$ cat src/verilog/debug_pkg.sv
`default_nettype none

package debug_pkg;

  //////////////////////////////
  // Data types
  //////////////////////////////

  typedef logic [7:0]  byte_t;   // Host link byte.
  typedef logic [31:0] word_t;   // Instruction or program word.
  typedef logic [10:0] addr_t;   // Program memory word address.
  typedef logic [15:0] pc_t;     // Reported PC.
  typedef logic [15:0] count_t;  // Enabled cycle count.

  //////////////////////////////
  // Host commands
  //////////////////////////////

  localparam byte_t CMD_SOFT_RESET = 8'h00;
  localparam byte_t CMD_LOAD       = 8'h01;
  localparam byte_t CMD_RUN_CONT   = 8'h03;
  localparam byte_t CMD_RUN_STEP   = 8'h07;

  localparam word_t HALT_WORD    = 32'h0000_0000;  // Ends a load and a run.
  localparam int    REPORT_BYTES = 8;              // PC, cycles, instruction.

  typedef enum logic [2:0] {
    ST_IDLE,
    ST_LOAD,
    ST_WAIT_START,
    ST_RUN,
    ST_REPORT
  } seq_state_t;

endpackage

`default_nettype wire

$ cat src/verilog/load_if.sv
`timescale 1ns/1ps
`default_nettype none

interface load_if import debug_pkg::*; ();

  logic  start;       // Clears the loader, one cycle.
  logic  byte_valid;  // Received byte strobe.
  byte_t byte_data;
  logic  done;        // HALT word has been written.

  modport sequencer (
    output start,
    output byte_valid,
    output byte_data,
    input  done
  );

  modport loader (
    input  start,
    input  byte_valid,
    input  byte_data,
    output done
  );

endinterface

`default_nettype wire

$ cat src/verilog/report_if.sv
`timescale 1ns/1ps
`default_nettype none

interface report_if import debug_pkg::*; ();

  logic   start;   // Capture strobe, one cycle.
  pc_t    pc;
  count_t cycles;
  word_t  instr;
  logic   done;    // Last byte has gone out.

  modport sequencer (
    output start,
    output pc,
    output cycles,
    output instr,
    input  done
  );

  modport serializer (
    input  start,
    input  pc,
    input  cycles,
    input  instr,
    output done
  );

endinterface

`default_nettype wire

$ cat src/verilog/program_loader.sv
`timescale 1ns/1ps
`default_nettype none

module program_loader import debug_pkg::*; (
  input  logic  i_clock,
  input  logic  i_reset,
  load_if.loader load,
  output logic  o_mem_write,
  output addr_t o_mem_addr,
  output word_t o_mem_data
);

  logic [1:0] byte_cnt;
  logic [1:0] cnt_base;
  word_t      word_reg;
  addr_t      addr_reg;
  logic       write_q;
  logic       done_q;

  // A byte may arrive together with start.
  assign cnt_base = load.start ? 2'd0 : byte_cnt;

  //////////////////////////////
  // Byte assembly
  //////////////////////////////

  always_ff @(posedge i_clock) begin
    if (load.byte_valid) begin
      word_reg <= {word_reg[23:0], load.byte_data};  // MSB first.
    end
  end

  always_ff @(posedge i_clock) begin
    if (!i_reset) begin
      byte_cnt <= 2'd0;
      addr_reg <= '0;
      write_q  <= 1'b0;
      done_q   <= 1'b0;
    end else begin
      write_q <= load.byte_valid && (cnt_base == 2'd3);  // Fourth byte in.
      done_q  <= write_q && (word_reg == HALT_WORD);

      if (load.byte_valid) begin
        byte_cnt <= cnt_base + 2'd1;  // Wraps after four.
      end else if (load.start) begin
        byte_cnt <= 2'd0;
      end

      if (load.start) begin
        addr_reg <= '0;
      end else if (write_q) begin
        addr_reg <= addr_reg + 1'b1;  // Next word slot.
      end
    end
  end

  //////////////////////////////
  // Memory side
  //////////////////////////////

  assign o_mem_write = write_q;
  assign o_mem_addr  = addr_reg;
  assign o_mem_data  = word_reg;
  assign load.done   = done_q;

  // Program must fit the memory.
  a_no_addr_wrap : assert property (
    @(posedge i_clock) disable iff (!i_reset)
    o_mem_write |-> (addr_reg != '1)
  );

endmodule

`default_nettype wire

$ cat src/verilog/report_serializer.sv
`timescale 1ns/1ps
`default_nettype none

module report_serializer import debug_pkg::*; #(
  parameter int TX_CREDITS = 2
) (
  input  logic i_clock,
  input  logic i_reset,
  input  logic i_tx_credit,
  report_if.serializer report,
  output logic  o_tx_valid,
  output byte_t o_tx_data
);

  localparam int CW = $clog2(TX_CREDITS + 1);
  localparam int IW = $clog2(REPORT_BYTES);

  logic [CW-1:0]             credit_cnt;
  logic [IW-1:0]             byte_idx;
  logic [REPORT_BYTES*8-1:0] shift_reg;
  logic                      busy;
  logic                      done_q;
  logic                      send;

  assign send = busy && (credit_cnt != '0);  // Hold while out of credits.

  //////////////////////////////
  // Report capture and shift
  //////////////////////////////

  always_ff @(posedge i_clock) begin
    if (report.start) begin
      shift_reg <= {report.pc, report.cycles, report.instr};
    end else if (send) begin
      shift_reg <= shift_reg << 8;
    end
  end

  always_ff @(posedge i_clock) begin
    if (!i_reset) begin
      busy     <= 1'b0;
      done_q   <= 1'b0;
      byte_idx <= '0;
    end else begin
      done_q <= 1'b0;
      if (report.start) begin
        busy     <= 1'b1;
        byte_idx <= '0;
      end else if (send) begin
        byte_idx <= byte_idx + 1'b1;
        if (byte_idx == IW'(REPORT_BYTES - 1)) begin
          busy   <= 1'b0;  // Last byte sent.
          done_q <= 1'b1;
        end
      end
    end
  end

  //////////////////////////////
  // Transmit credits
  //////////////////////////////

  always_ff @(posedge i_clock) begin
    if (!i_reset) begin
      credit_cnt <= CW'(TX_CREDITS);
    end else begin
      case ({send, i_tx_credit})
        2'b10:   credit_cnt <= credit_cnt - 1'b1;  // Byte out.
        2'b01:   credit_cnt <= credit_cnt + 1'b1;  // Credit back.
        default: credit_cnt <= credit_cnt;
      endcase
    end
  end

  assign o_tx_valid  = send;
  assign o_tx_data   = shift_reg[REPORT_BYTES*8-1 -: 8];
  assign report.done = done_q;

  a_credit_max : assert property (
    @(posedge i_clock) disable iff (!i_reset)
    credit_cnt <= CW'(TX_CREDITS)
  );

  // New report only after the last one ended.
  a_start_when_idle : assert property (
    @(posedge i_clock) disable iff (!i_reset)
    report.start |-> !busy
  );

endmodule

`default_nettype wire

$ cat src/verilog/debug_sequencer.sv
`timescale 1ns/1ps
`default_nettype none

module debug_sequencer import debug_pkg::*; (
  input  logic   i_clock,
  input  logic   i_reset,
  input  logic   i_rx_valid,
  input  byte_t  i_rx_data,
  input  pc_t    i_pc,
  input  word_t  i_instruction,
  load_if.sequencer   load,
  report_if.sequencer report,
  output logic   o_soft_reset,
  output logic   o_pc_enable
);

  seq_state_t state;
  seq_state_t state_next;
  logic       step_mode;     // High for step mode.
  count_t     cycle_cnt;
  logic       soft_reset_n;
  logic       load_start_q;
  logic       rep_start_q;
  logic       halt_q;        // Reported instruction was HALT.

  //////////////////////////////
  // Next state
  //////////////////////////////

  always_comb begin
    state_next = state;
    case (state)
      ST_IDLE: begin
        if (i_rx_valid && (i_rx_data == CMD_LOAD)) begin
          state_next = ST_LOAD;
        end
      end
      ST_LOAD: begin
        if (load.done) begin
          state_next = ST_WAIT_START;
        end
      end
      ST_WAIT_START: begin
        if (i_rx_valid && ((i_rx_data == CMD_RUN_CONT) || (i_rx_data == CMD_RUN_STEP))) begin
          state_next = ST_RUN;
        end
      end
      ST_RUN: begin
        if (step_mode || (i_instruction == HALT_WORD)) begin
          state_next = ST_REPORT;  // One step, or HALT fetched.
        end
      end
      ST_REPORT: begin
        if (report.done) begin
          state_next = (!step_mode || halt_q) ? ST_IDLE : ST_WAIT_START;
        end
      end
      default: state_next = ST_IDLE;
    endcase
  end

  always_ff @(posedge i_clock) begin
    if (!i_reset) begin
      state        <= ST_IDLE;
      step_mode    <= 1'b0;
      cycle_cnt    <= '0;
      soft_reset_n <= 1'b1;
      load_start_q <= 1'b0;
      rep_start_q  <= 1'b0;
      halt_q       <= 1'b0;
    end else begin
      state        <= state_next;
      soft_reset_n <= !((state == ST_IDLE) && i_rx_valid && (i_rx_data == CMD_SOFT_RESET));
      load_start_q <= (state == ST_IDLE) && (state_next == ST_LOAD);
      rep_start_q  <= (state == ST_RUN) && (state_next == ST_REPORT);

      if ((state == ST_WAIT_START) && (state_next == ST_RUN)) begin
        step_mode <= (i_rx_data == CMD_RUN_STEP);
      end

      if (load.done) begin
        cycle_cnt <= '0;  // New program.
      end else if (o_pc_enable) begin
        cycle_cnt <= cycle_cnt + 1'b1;
      end

      if (rep_start_q) begin
        halt_q <= (i_instruction == HALT_WORD);
      end
    end
  end

  // Step mode gets one enabled cycle, continuous mode runs up to HALT.
  assign o_pc_enable  = (state == ST_RUN) && (step_mode || (i_instruction != HALT_WORD));
  assign o_soft_reset = soft_reset_n;  // Active low.

  assign load.start      = load_start_q;
  assign load.byte_valid = i_rx_valid && (state == ST_LOAD);
  assign load.byte_data  = i_rx_data;

  assign report.start  = rep_start_q;
  assign report.pc     = i_pc;  // Sampled by the serializer.
  assign report.cycles = cycle_cnt;
  assign report.instr  = i_instruction;

  // A step enables the PC for a single cycle.
  a_step_one_cycle : assert property (
    @(posedge i_clock) disable iff (!i_reset)
    (o_pc_enable && step_mode) |=> !o_pc_enable
  );

endmodule

`default_nettype wire

$ cat src/verilog/debug_unit.sv
`timescale 1ns/1ps
`default_nettype none

module debug_unit import debug_pkg::*; #(
  parameter int TX_CREDITS = 2
) (
  input  logic  i_clock,
  input  logic  i_reset,
  input  logic  i_rx_valid,
  input  byte_t i_rx_data,
  input  logic  i_tx_credit,
  input  pc_t   i_pc,
  input  word_t i_instruction,
  output logic  o_tx_valid,
  output byte_t o_tx_data,
  output logic  o_soft_reset,
  output logic  o_mem_write,
  output addr_t o_mem_addr,
  output word_t o_mem_data,
  output logic  o_pc_enable
);

  load_if   load_bus ();
  report_if report_bus ();

  debug_sequencer u_sequencer (
    .i_clock       (i_clock),
    .i_reset       (i_reset),
    .i_rx_valid    (i_rx_valid),
    .i_rx_data     (i_rx_data),
    .i_pc          (i_pc),
    .i_instruction (i_instruction),
    .load          (load_bus.sequencer),
    .report        (report_bus.sequencer),
    .o_soft_reset  (o_soft_reset),
    .o_pc_enable   (o_pc_enable)
  );

  program_loader u_loader (
    .i_clock     (i_clock),
    .i_reset     (i_reset),
    .load        (load_bus.loader),
    .o_mem_write (o_mem_write),
    .o_mem_addr  (o_mem_addr),
    .o_mem_data  (o_mem_data)
  );

  report_serializer #(
    .TX_CREDITS (TX_CREDITS)
  ) u_serializer (
    .i_clock     (i_clock),
    .i_reset     (i_reset),
    .i_tx_credit (i_tx_credit),
    .report      (report_bus.serializer),
    .o_tx_valid  (o_tx_valid),
    .o_tx_data   (o_tx_data)
  );

endmodule

`default_nettype wire

$ cat config.mk
export PLATFORM = sky130hd
export DESIGN_NAME = debug_unit
export DESIGN_NICKNAME = d
export VERILOG_FILES = /design/src/verilog/debug_pkg.sv /design/src/verilog/load_if.sv /design/src/verilog/report_if.sv /design/src/verilog/program_loader.sv /design/src/verilog/report_serializer.sv /design/src/verilog/debug_sequencer.sv /design/src/verilog/debug_unit.sv
export SDC_FILE = /design/constraint.sdc
export NUM_CORES = 1
export LEC_CHECK = 0
export BUFFER_PORTS_ARGS = -buffer_cell sky130_fd_sc_hd__buf_2
export CAP_MARGIN = 25
export CORE_MARGIN = 2
export CORE_UTILIZATION = 45
export CTS_CLUSTER_SIZE = 25
export DETAILED_ROUTE_END_ITERATION = 12
export PLACE_DENSITY = 0.74
export SYNTH_ARGS = -nofsm -noshare
export SYNTH_HDL_FRONTEND = slang
export SYNTH_SLANG_ARGS = --single-unit
export TNS_END_PERCENT = 1
$ cat constraint.sdc
create_clock -name i_clock -period 3.17 [get_ports i_clock]
set_input_delay 0.7925 -clock i_clock [delete_from_list [all_inputs] [get_ports i_clock]]
set_output_delay 0.7925 -clock i_clock [all_outputs]
set_load 0.01 [all_outputs]
==> results of run 1 <==
[cell usage after synthesis, types with 2 or more instances]
cell type  instances  area [um2]
edfxtp_1          96        2880
mux2_2            56         631
dfxtp_1           46         921
nor2_1            26        97.6
a21oi_1           17        85.1
nand2_1           15        56.3
nor4_1            15        93.8
o21ai_0           13        65.1
nand3_1           11        55.1
xor2_1            11        96.3
and2_1            10        62.6
nand4_1            9        56.3
buf_4              8        60.1
and3_1             7        43.8
nor2b_1            7        43.8
or3_1              7        43.8
clkbuf_1           6        22.5
ha_1               6        75.1
inv_1              6        22.5
mux2i_1            6        60.1
o31ai_1            6        45.0
buf_1              5        18.8
nand2b_1           5        31.3
or4_1              5        37.5
nor3_1             4        20.0
clkbuf_2           3        15.0
xnor2_1            3        26.3
buf_6              2        22.5
nor4b_1            2        17.5
o41ai_1            2        17.5
or4_2              2        17.5
or4b_1             2        20.0
[kinds of logic after synthesis]
logic type	Yosys count	share of synthesized area, %
compound gates	44	4.57
xor+xnor	14	2.07
fa+ha+maj	6	1.27
buf+inv	33	3.21
flops	142	64.3
mux	62	11.7
simple gates	135	12.9
[metal layers]
metal / track usage (%) / share of wire, % / wire (um) / up-vias
met2: 27.2 / 51 / 5710 / 88
met3: 4.25 / 4.2 / 476 / 19
met4: 7.14 / 2.2 / 243 / 0
met1: 20.1 / 43 / 4800 / 1830
li1: - / - / - / 1861
met5: 0 / 0 / 0 / -
[cell type report]
cell class	count	area [um2]
inverters	6	22.5
clock buffers	20	447
clock inverters	12	191
well taps	172	215
repair buffers	119	621
fillers	1068	5490
flip-flops and latches	142	3800
multi-input cells	261	1930
[critical path: stages]
cell	delay (ps)
buf_2	110
nor4_1	380
nand4_1	300
o31ai_4	370
inv_1	90
buf_2	140
[cells in the final DEF (no fill, tap or decap), drive strengths merged, types with 2 or more instances in the layout]
cell / instances
clkbuf: 20
nand4: 9
dfxtp: 46
edfxtp: 96
buf: 119
nand2b: 5
nand2: 15
or4: 7
bufinv: 5
a21oi: 17
xor2: 11
or3: 7
xnor2: 3
or4b: 3
nor2: 26
o31ai: 7
nor3: 4
o21ai: 14
nor4: 15
and2: 11
nand3: 12
nor4b: 2
ha: 6
mux2: 56
inv: 7
clkinv: 6
o41ai: 2
mux2i: 6
and3: 7
nor2b: 7
[metrics by stage]
step                      std cells  hold WS, ps  power (mW)
final                           732          467        4.17
after global routing            732          483        4.29
after CTS                       732          472        4.21
after detailed placement        700          458        2.07
after global placement          700          453        2.07
after floorplan                 436          448        2.02
[worst min-delay path by stage]
stage | depth (start not counted) | start | endpoint | slack [ps]
after floorplan | 2 | u_sequencer.report.cycles[15] | u_sequencer.report.cycles[15] | 450
after global placement | 0 | u_loader.o_mem_data[11] | u_loader.o_mem_data[19] | 450
after detailed placement | 0 | u_loader.o_mem_data[10] | u_loader.o_mem_data[18] | 460
after CTS | 0 | u_loader.o_mem_data[10] | u_loader.o_mem_data[18] | 470
after global routing | 0 | u_loader.o_mem_data[22] | u_loader.o_mem_data[30] | 480
final | 0 | u_loader.o_mem_data[23] | u_loader.o_mem_data[31] | 470
[power groups by stage]
stage	sequential, mW	clock [mW]	combinational, mW
2_1_floorplan	2.00	0	0.0206
3_3_place_gp	2.00	0	0.0675
3_5_place_dp	2.00	0	0.0708
4_1_cts	1.96	2.18	0.0711
5_1_grt	1.96	2.25	0.0786
6_report	1.96	2.14	0.0707
==> metrics.txt, run 1 <==
R2R Path End u_serializer.shift_reg[49]; Seq cells post-synth 142; TritonCTS buffer count 17; Root Driver clkbuf_16; Antenna Nets Post-Route 0; dpl ws 154 ps; Max Cap Viol 0; gr ovfl total 0; ys flop type edfxtp_1; Comb pwr share 1.7%; Post-Syn Nets 502; Net Sw Frac 18.3%; core area 12,700 um2; RePlAce Congestion 0.769; switching power 763 uW; VDD IR-drop max 0.379 mV; post-route setup TNS 0 ps; Ys Warns 0; initial DRC count 217; Vert. Die Dim 119 um; Final Cycle Share 93.9%; Area Growth Syn to Fin 22.1%; initial antenna violation count 0; FFs w/ async S/R, synth 0%; Worst Slack Setup Final 195 ps; post-layout util 56.8%; Slew Limit Headroom 47.0%; share of cells above drive strength 1 38.2%; RR Startpoint u_serializer.credit_cnt[0]; reg2reg path depth 3; Clock power frac 51.2%; Synth cell types 49; Starting Density 46.5%; Final Max Slew Viols 0; CTS Hold Bufs 0; die width 119 um; minimum clock period 2980 ps; reg2reg setup slack 1100 ps; placed cell areas 6590 um2; Via Count 3,798; leakage power 2.68 nW; number of buffers added on ports 114; worst-path fanout max 3; 1st-pass router iterations 4; critical path launch point i_instruction[15]; Worst-Margin Slew 795 ps; final std cell area, no fill 7230 um2; pin count of the biggest net entering global routing 68; max reg flops 64; EDFF count, synth 96; crit path to o_pc_enable; Hold WC Path Type reg -> reg; Crit. End Element primary output; syn avg cell area 13.6 um2; Setup-failing EPs final 0; detailed-route vias per instance 5.19; FP Rows 41; RSZ-0062 raised after global routing no; outcome completed; clock sinks 142; Ports 115; routed length per placed instance 15.3 um; Fin. Hold Viols 0; final WL 11,200 um; residual DRC count 0; postcts setup bufs 0; CP Data Arrival Time 2180 ps; gr usage total 16.4%; Mapped Cells 436; cell area after synthesis 5920 um2; CTS tree done; Worst Path Required 2380 ps; Fmax 0.336 GHz; Max H-tree Level 4; Die ar. 14,100 um2; PostCTS Resize Cnt 0; clk_skew 6.40 ps; final-stage net count 613; ant diodes 0; worst skew pair latency 410 ps; Crit Path Class in -> out; share of power burned in registers 47.1%; CTS Buffer Depth 2; Clock transition at path regs 60 ps; DP Wirelength 7730 um; Seq/Total Area, Yosys 64.3%; Critical Path Source Type input pin; Power Density 577 nW/um2; Int Pwr 3.41 mW; vias in the first global route 3,758; global-route wire length before repair 18,300 um
No activity file was read; power rests on OpenSTA's default activity.
==> run 2, diff against run 1 <==
--- a/config.mk
+++ b/config.mk
@@ -5,6 +5,7 @@
 export SDC_FILE = /design/constraint.sdc
 export NUM_CORES = 1
 export LEC_CHECK = 0
+export ABC_AREA = 1
 export BUFFER_PORTS_ARGS = -buffer_cell sky130_fd_sc_hd__buf_2
 export CAP_MARGIN = 25
 export CORE_MARGIN = 2
@@ -12,6 +13,7 @@
 export CTS_CLUSTER_SIZE = 25
 export DETAILED_ROUTE_END_ITERATION = 12
 export PLACE_DENSITY = 0.74
+export REMOVE_ABC_BUFFERS = 1
 export SYNTH_ARGS = -nofsm -noshare
 export SYNTH_HDL_FRONTEND = slang
 export SYNTH_SLANG_ARGS = --single-unit
==> run 2 against run 1 <==
Maximum frequency grew 11%. Cell count grew 35%. Final area rose by 6.1%. Count of clock-buffer cells in the layout increased by 3. Sequential share of layout area shrank 3.0 points. Sequential power about the same. First-iteration DRC count grew 18%. Setup slack gained 300 ps. Total power grew 0.45%. Synthesized cell count rose by 57%. Critical endpoint unchanged.
==> metrics.txt, run 2 <==
die width 122 um (was 119 um); Worst Path Required 2380 ps (about the same); syn avg cell area 9.18 um2 (was 13.6 um2); Synth cell types 32 (was 49); ys flop type edfxtp_1 (unchanged); Mapped Cells 686 (was 436); Hold WC Path Type reg -> reg (unchanged); final WL 12,200 um (was 11,200 um); Ys Warns 0 (unchanged); Fmax 0.374 GHz (was 0.336 GHz); Fin. Hold Viols 0 (unchanged); Layout fillers 1,272 (was 1,068); top cells by count, synth 230 x nand2_1, 96 x edfxtp_1, 68 x nor2_1 (was 96 x edfxtp_1, 56 x mux2_2, 46 x dfxtp_1); cell area after synthesis 6300 um2 (was 5920 um2); number of buffers added on ports 114 (unchanged); Root Driver clkbuf_16 (unchanged); global-route wire length before repair 19,900 um (was 18,300 um); Via Count 4,742 (was 3,798); Final Cycle Share 84.4% (was 93.9%); Seq/Total Area, Yosys 60.4% (was 64.3%); CTS tree done (unchanged); minimum clock period 2680 ps (was 2980 ps); RSZ-0062 raised after global routing no (unchanged); Antenna Nets Post-Route 0 (unchanged); RePlAce Congestion 0.890 (was 0.769); most common cell after layout, fill and taps aside nand2_1 (was buf_2); clk_skew 9.31 ps (was 6.40 ps); Final Max Slew Viols 0 (unchanged); top cell type's share of synthesized area 45.8% (was 48.7%); Hold WS 470 ps (was 467 ps); Area Growth Syn to Fin 21.7% (was 22.1%); Synth area leaders edfxtp_1 46%, dfxtp_1 15%, nand2_1 14% (was edfxtp_1 49%, dfxtp_1 16%, mux2_2 11%); Max Cap Viol 0 (unchanged); share of cells above drive strength 1 22.7% (was 38.2%); residual DRC count 0 (unchanged); VDD IR-drop max 0.342 mV (was 0.379 mV); Starting Density 45.7% (was 46.5%); final-stage net count 863 (was 613); ant diodes 0 (unchanged); Multi-input gate area 2120 um2 (was 1930 um2); Seq cells post-synth 142 (unchanged); vias in the first global route 4,397 (was 3,758); Crit. End Element primary output (unchanged); Max H-tree Level 4 (unchanged); CTS Hold Bufs 0 (unchanged); core area 13,800 um2 (was 12,700 um2); detailed-route vias per instance 4.79 (was 5.19); CTS Buffer Depth 2 (unchanged); DP Wirelength 8370 um (was 7730 um); max reg flops 64 (unchanged); gr ovfl total 0 (unchanged); Die ar. 15,000 um2 (was 14,100 um2); Yosys top cell by area edfxtp_1 (unchanged); dpl ws 479 ps (was 154 ps); gr usage total 17.1% (was 16.4%); Ports 115 (unchanged); most numerous cell in the Yosys netlist nand2_1 (was edfxtp_1); FFs w/ async S/R, synth 0% (unchanged); initial antenna violation count 0 (unchanged); most frequent cells in the layout 229 x nand2_1, 114 x buf_2, 96 x edfxtp_1 (was 114 x buf_2, 96 x edfxtp_1, 56 x mux2_2); Crit Path Class in -> out (unchanged); Critical Path Source Type input pin (unchanged); 1st-pass router iterations 4 (unchanged); Vert. Die Dim 122 um (was 119 um); register area 3800 um2 (unchanged); leakage power 3.24 nW (was 2.68 nW); worst skew pair latency 420 ps (was 410 ps); Clock transition at path regs 60 ps (about the same); routed length per placed instance 12.3 um (was 15.3 um); outcome completed (unchanged); Worst-Margin Slew 658 ps (was 795 ps); placed cell areas 7000 um2 (was 6590 um2); Slew Limit Headroom 56.1% (was 47.0%); initial DRC count 256 (was 217); Setup-failing EPs final 0 (unchanged); PostCTS Resize Cnt 0 (unchanged); postcts setup bufs 0 (unchanged); post-route setup TNS 0 ps (unchanged); FP Rows 43 (was 41); EDFF count, synth 96 (unchanged); pin count of the biggest net entering global routing 68 (unchanged); clock sinks 142 (unchanged); TritonCTS buffer count 17 (unchanged); Power Density 546 nW/um2 (was 577 nW/um2); CP Data Arrival Time 1880 ps (was 2180 ps); Worst Slack Setup Final 494 ps (was 195 ps); worst-path fanout max 17 (was 3); final std cell area, no fill 7670 um2 (was 7230 um2)
run 2: per-stage QoR:
step | cells | utilization, % | total power, mW
after floorplan | 658 | - | 2.03
after CTS | 990 | 55.7 | 4.23
after global routing | 990 | 55.7 | 4.32
final | 990 | 55.7 | 4.19
after global placement | 958 | 50.8 | 2.08
after detailed placement | 958 | 50.8 | 2.08
run 2: path summary, 6_finish.rpt:
check | slack, ps | from | endpoint | cells after the start
worst max-delay path | 490 | i_instruction[27] | o_pc_enable | 10
worst min-delay path | 470 | u_serializer.busy | u_serializer.busy | 2
worst max register to register | 1080 | u_serializer.credit_cnt[0] | u_serializer.shift_reg[45] | 5
worst min register to register | 470 | u_serializer.busy | u_serializer.busy | 2
run 2: kinds of logic (layout without fill, tap and decap cells):
logic type                 after synthesis  after routing  synth area share (%)
buffers and inverters                   87            211                  6.04
AOI/OAI and AO/OA                       65             65                  5.96
xor gates and xnor gates                 8              8                  1.11
DFF                                    142            142                  60.4
adders and majority gates                6              6                  1.19
and+or+nand+nor                        378            378                  25.3
run 2: routing by layer:
| metal | track usage, % | share of wire (%) |
|---|---|---|
| met3 | 4.41 | 4.3 |
| met1 | 21.1 | 44 |
| met2 | 28.3 | 50 |
| met5 | 0 | 0 |
| met4 | 7.26 | 1.7 |
run 2: layout make-up:
type                            instances  area share, %
Clock inverter                          9           1.48
Clock buffer                           23           7.21
Inverter                               59           2.89
Multi-Input combinational cell        457           27.7
Sequential cell                       142           49.6
Tap cell                              180           2.94
Timing Repair Buffer                  120           8.19
run 2: where the power goes:
group	internal (mW)	switching, mW	leakage, nW
clock	1.39	0.752	0.319
combinational	0.0358	0.0453	1.67
sequential	1.96	0.00203	1.25
total	3.39	0.799	3.24
run 2: worst max-delay path, stage by stage:
cell,delay [ps]
buf_2,110
nor2_1,140
nand2_1,70
nor2_1,100
nand2_1,100
nor2_4,120
nand2_4,150
nand2_4,90
inv_1,60
buf_2,150
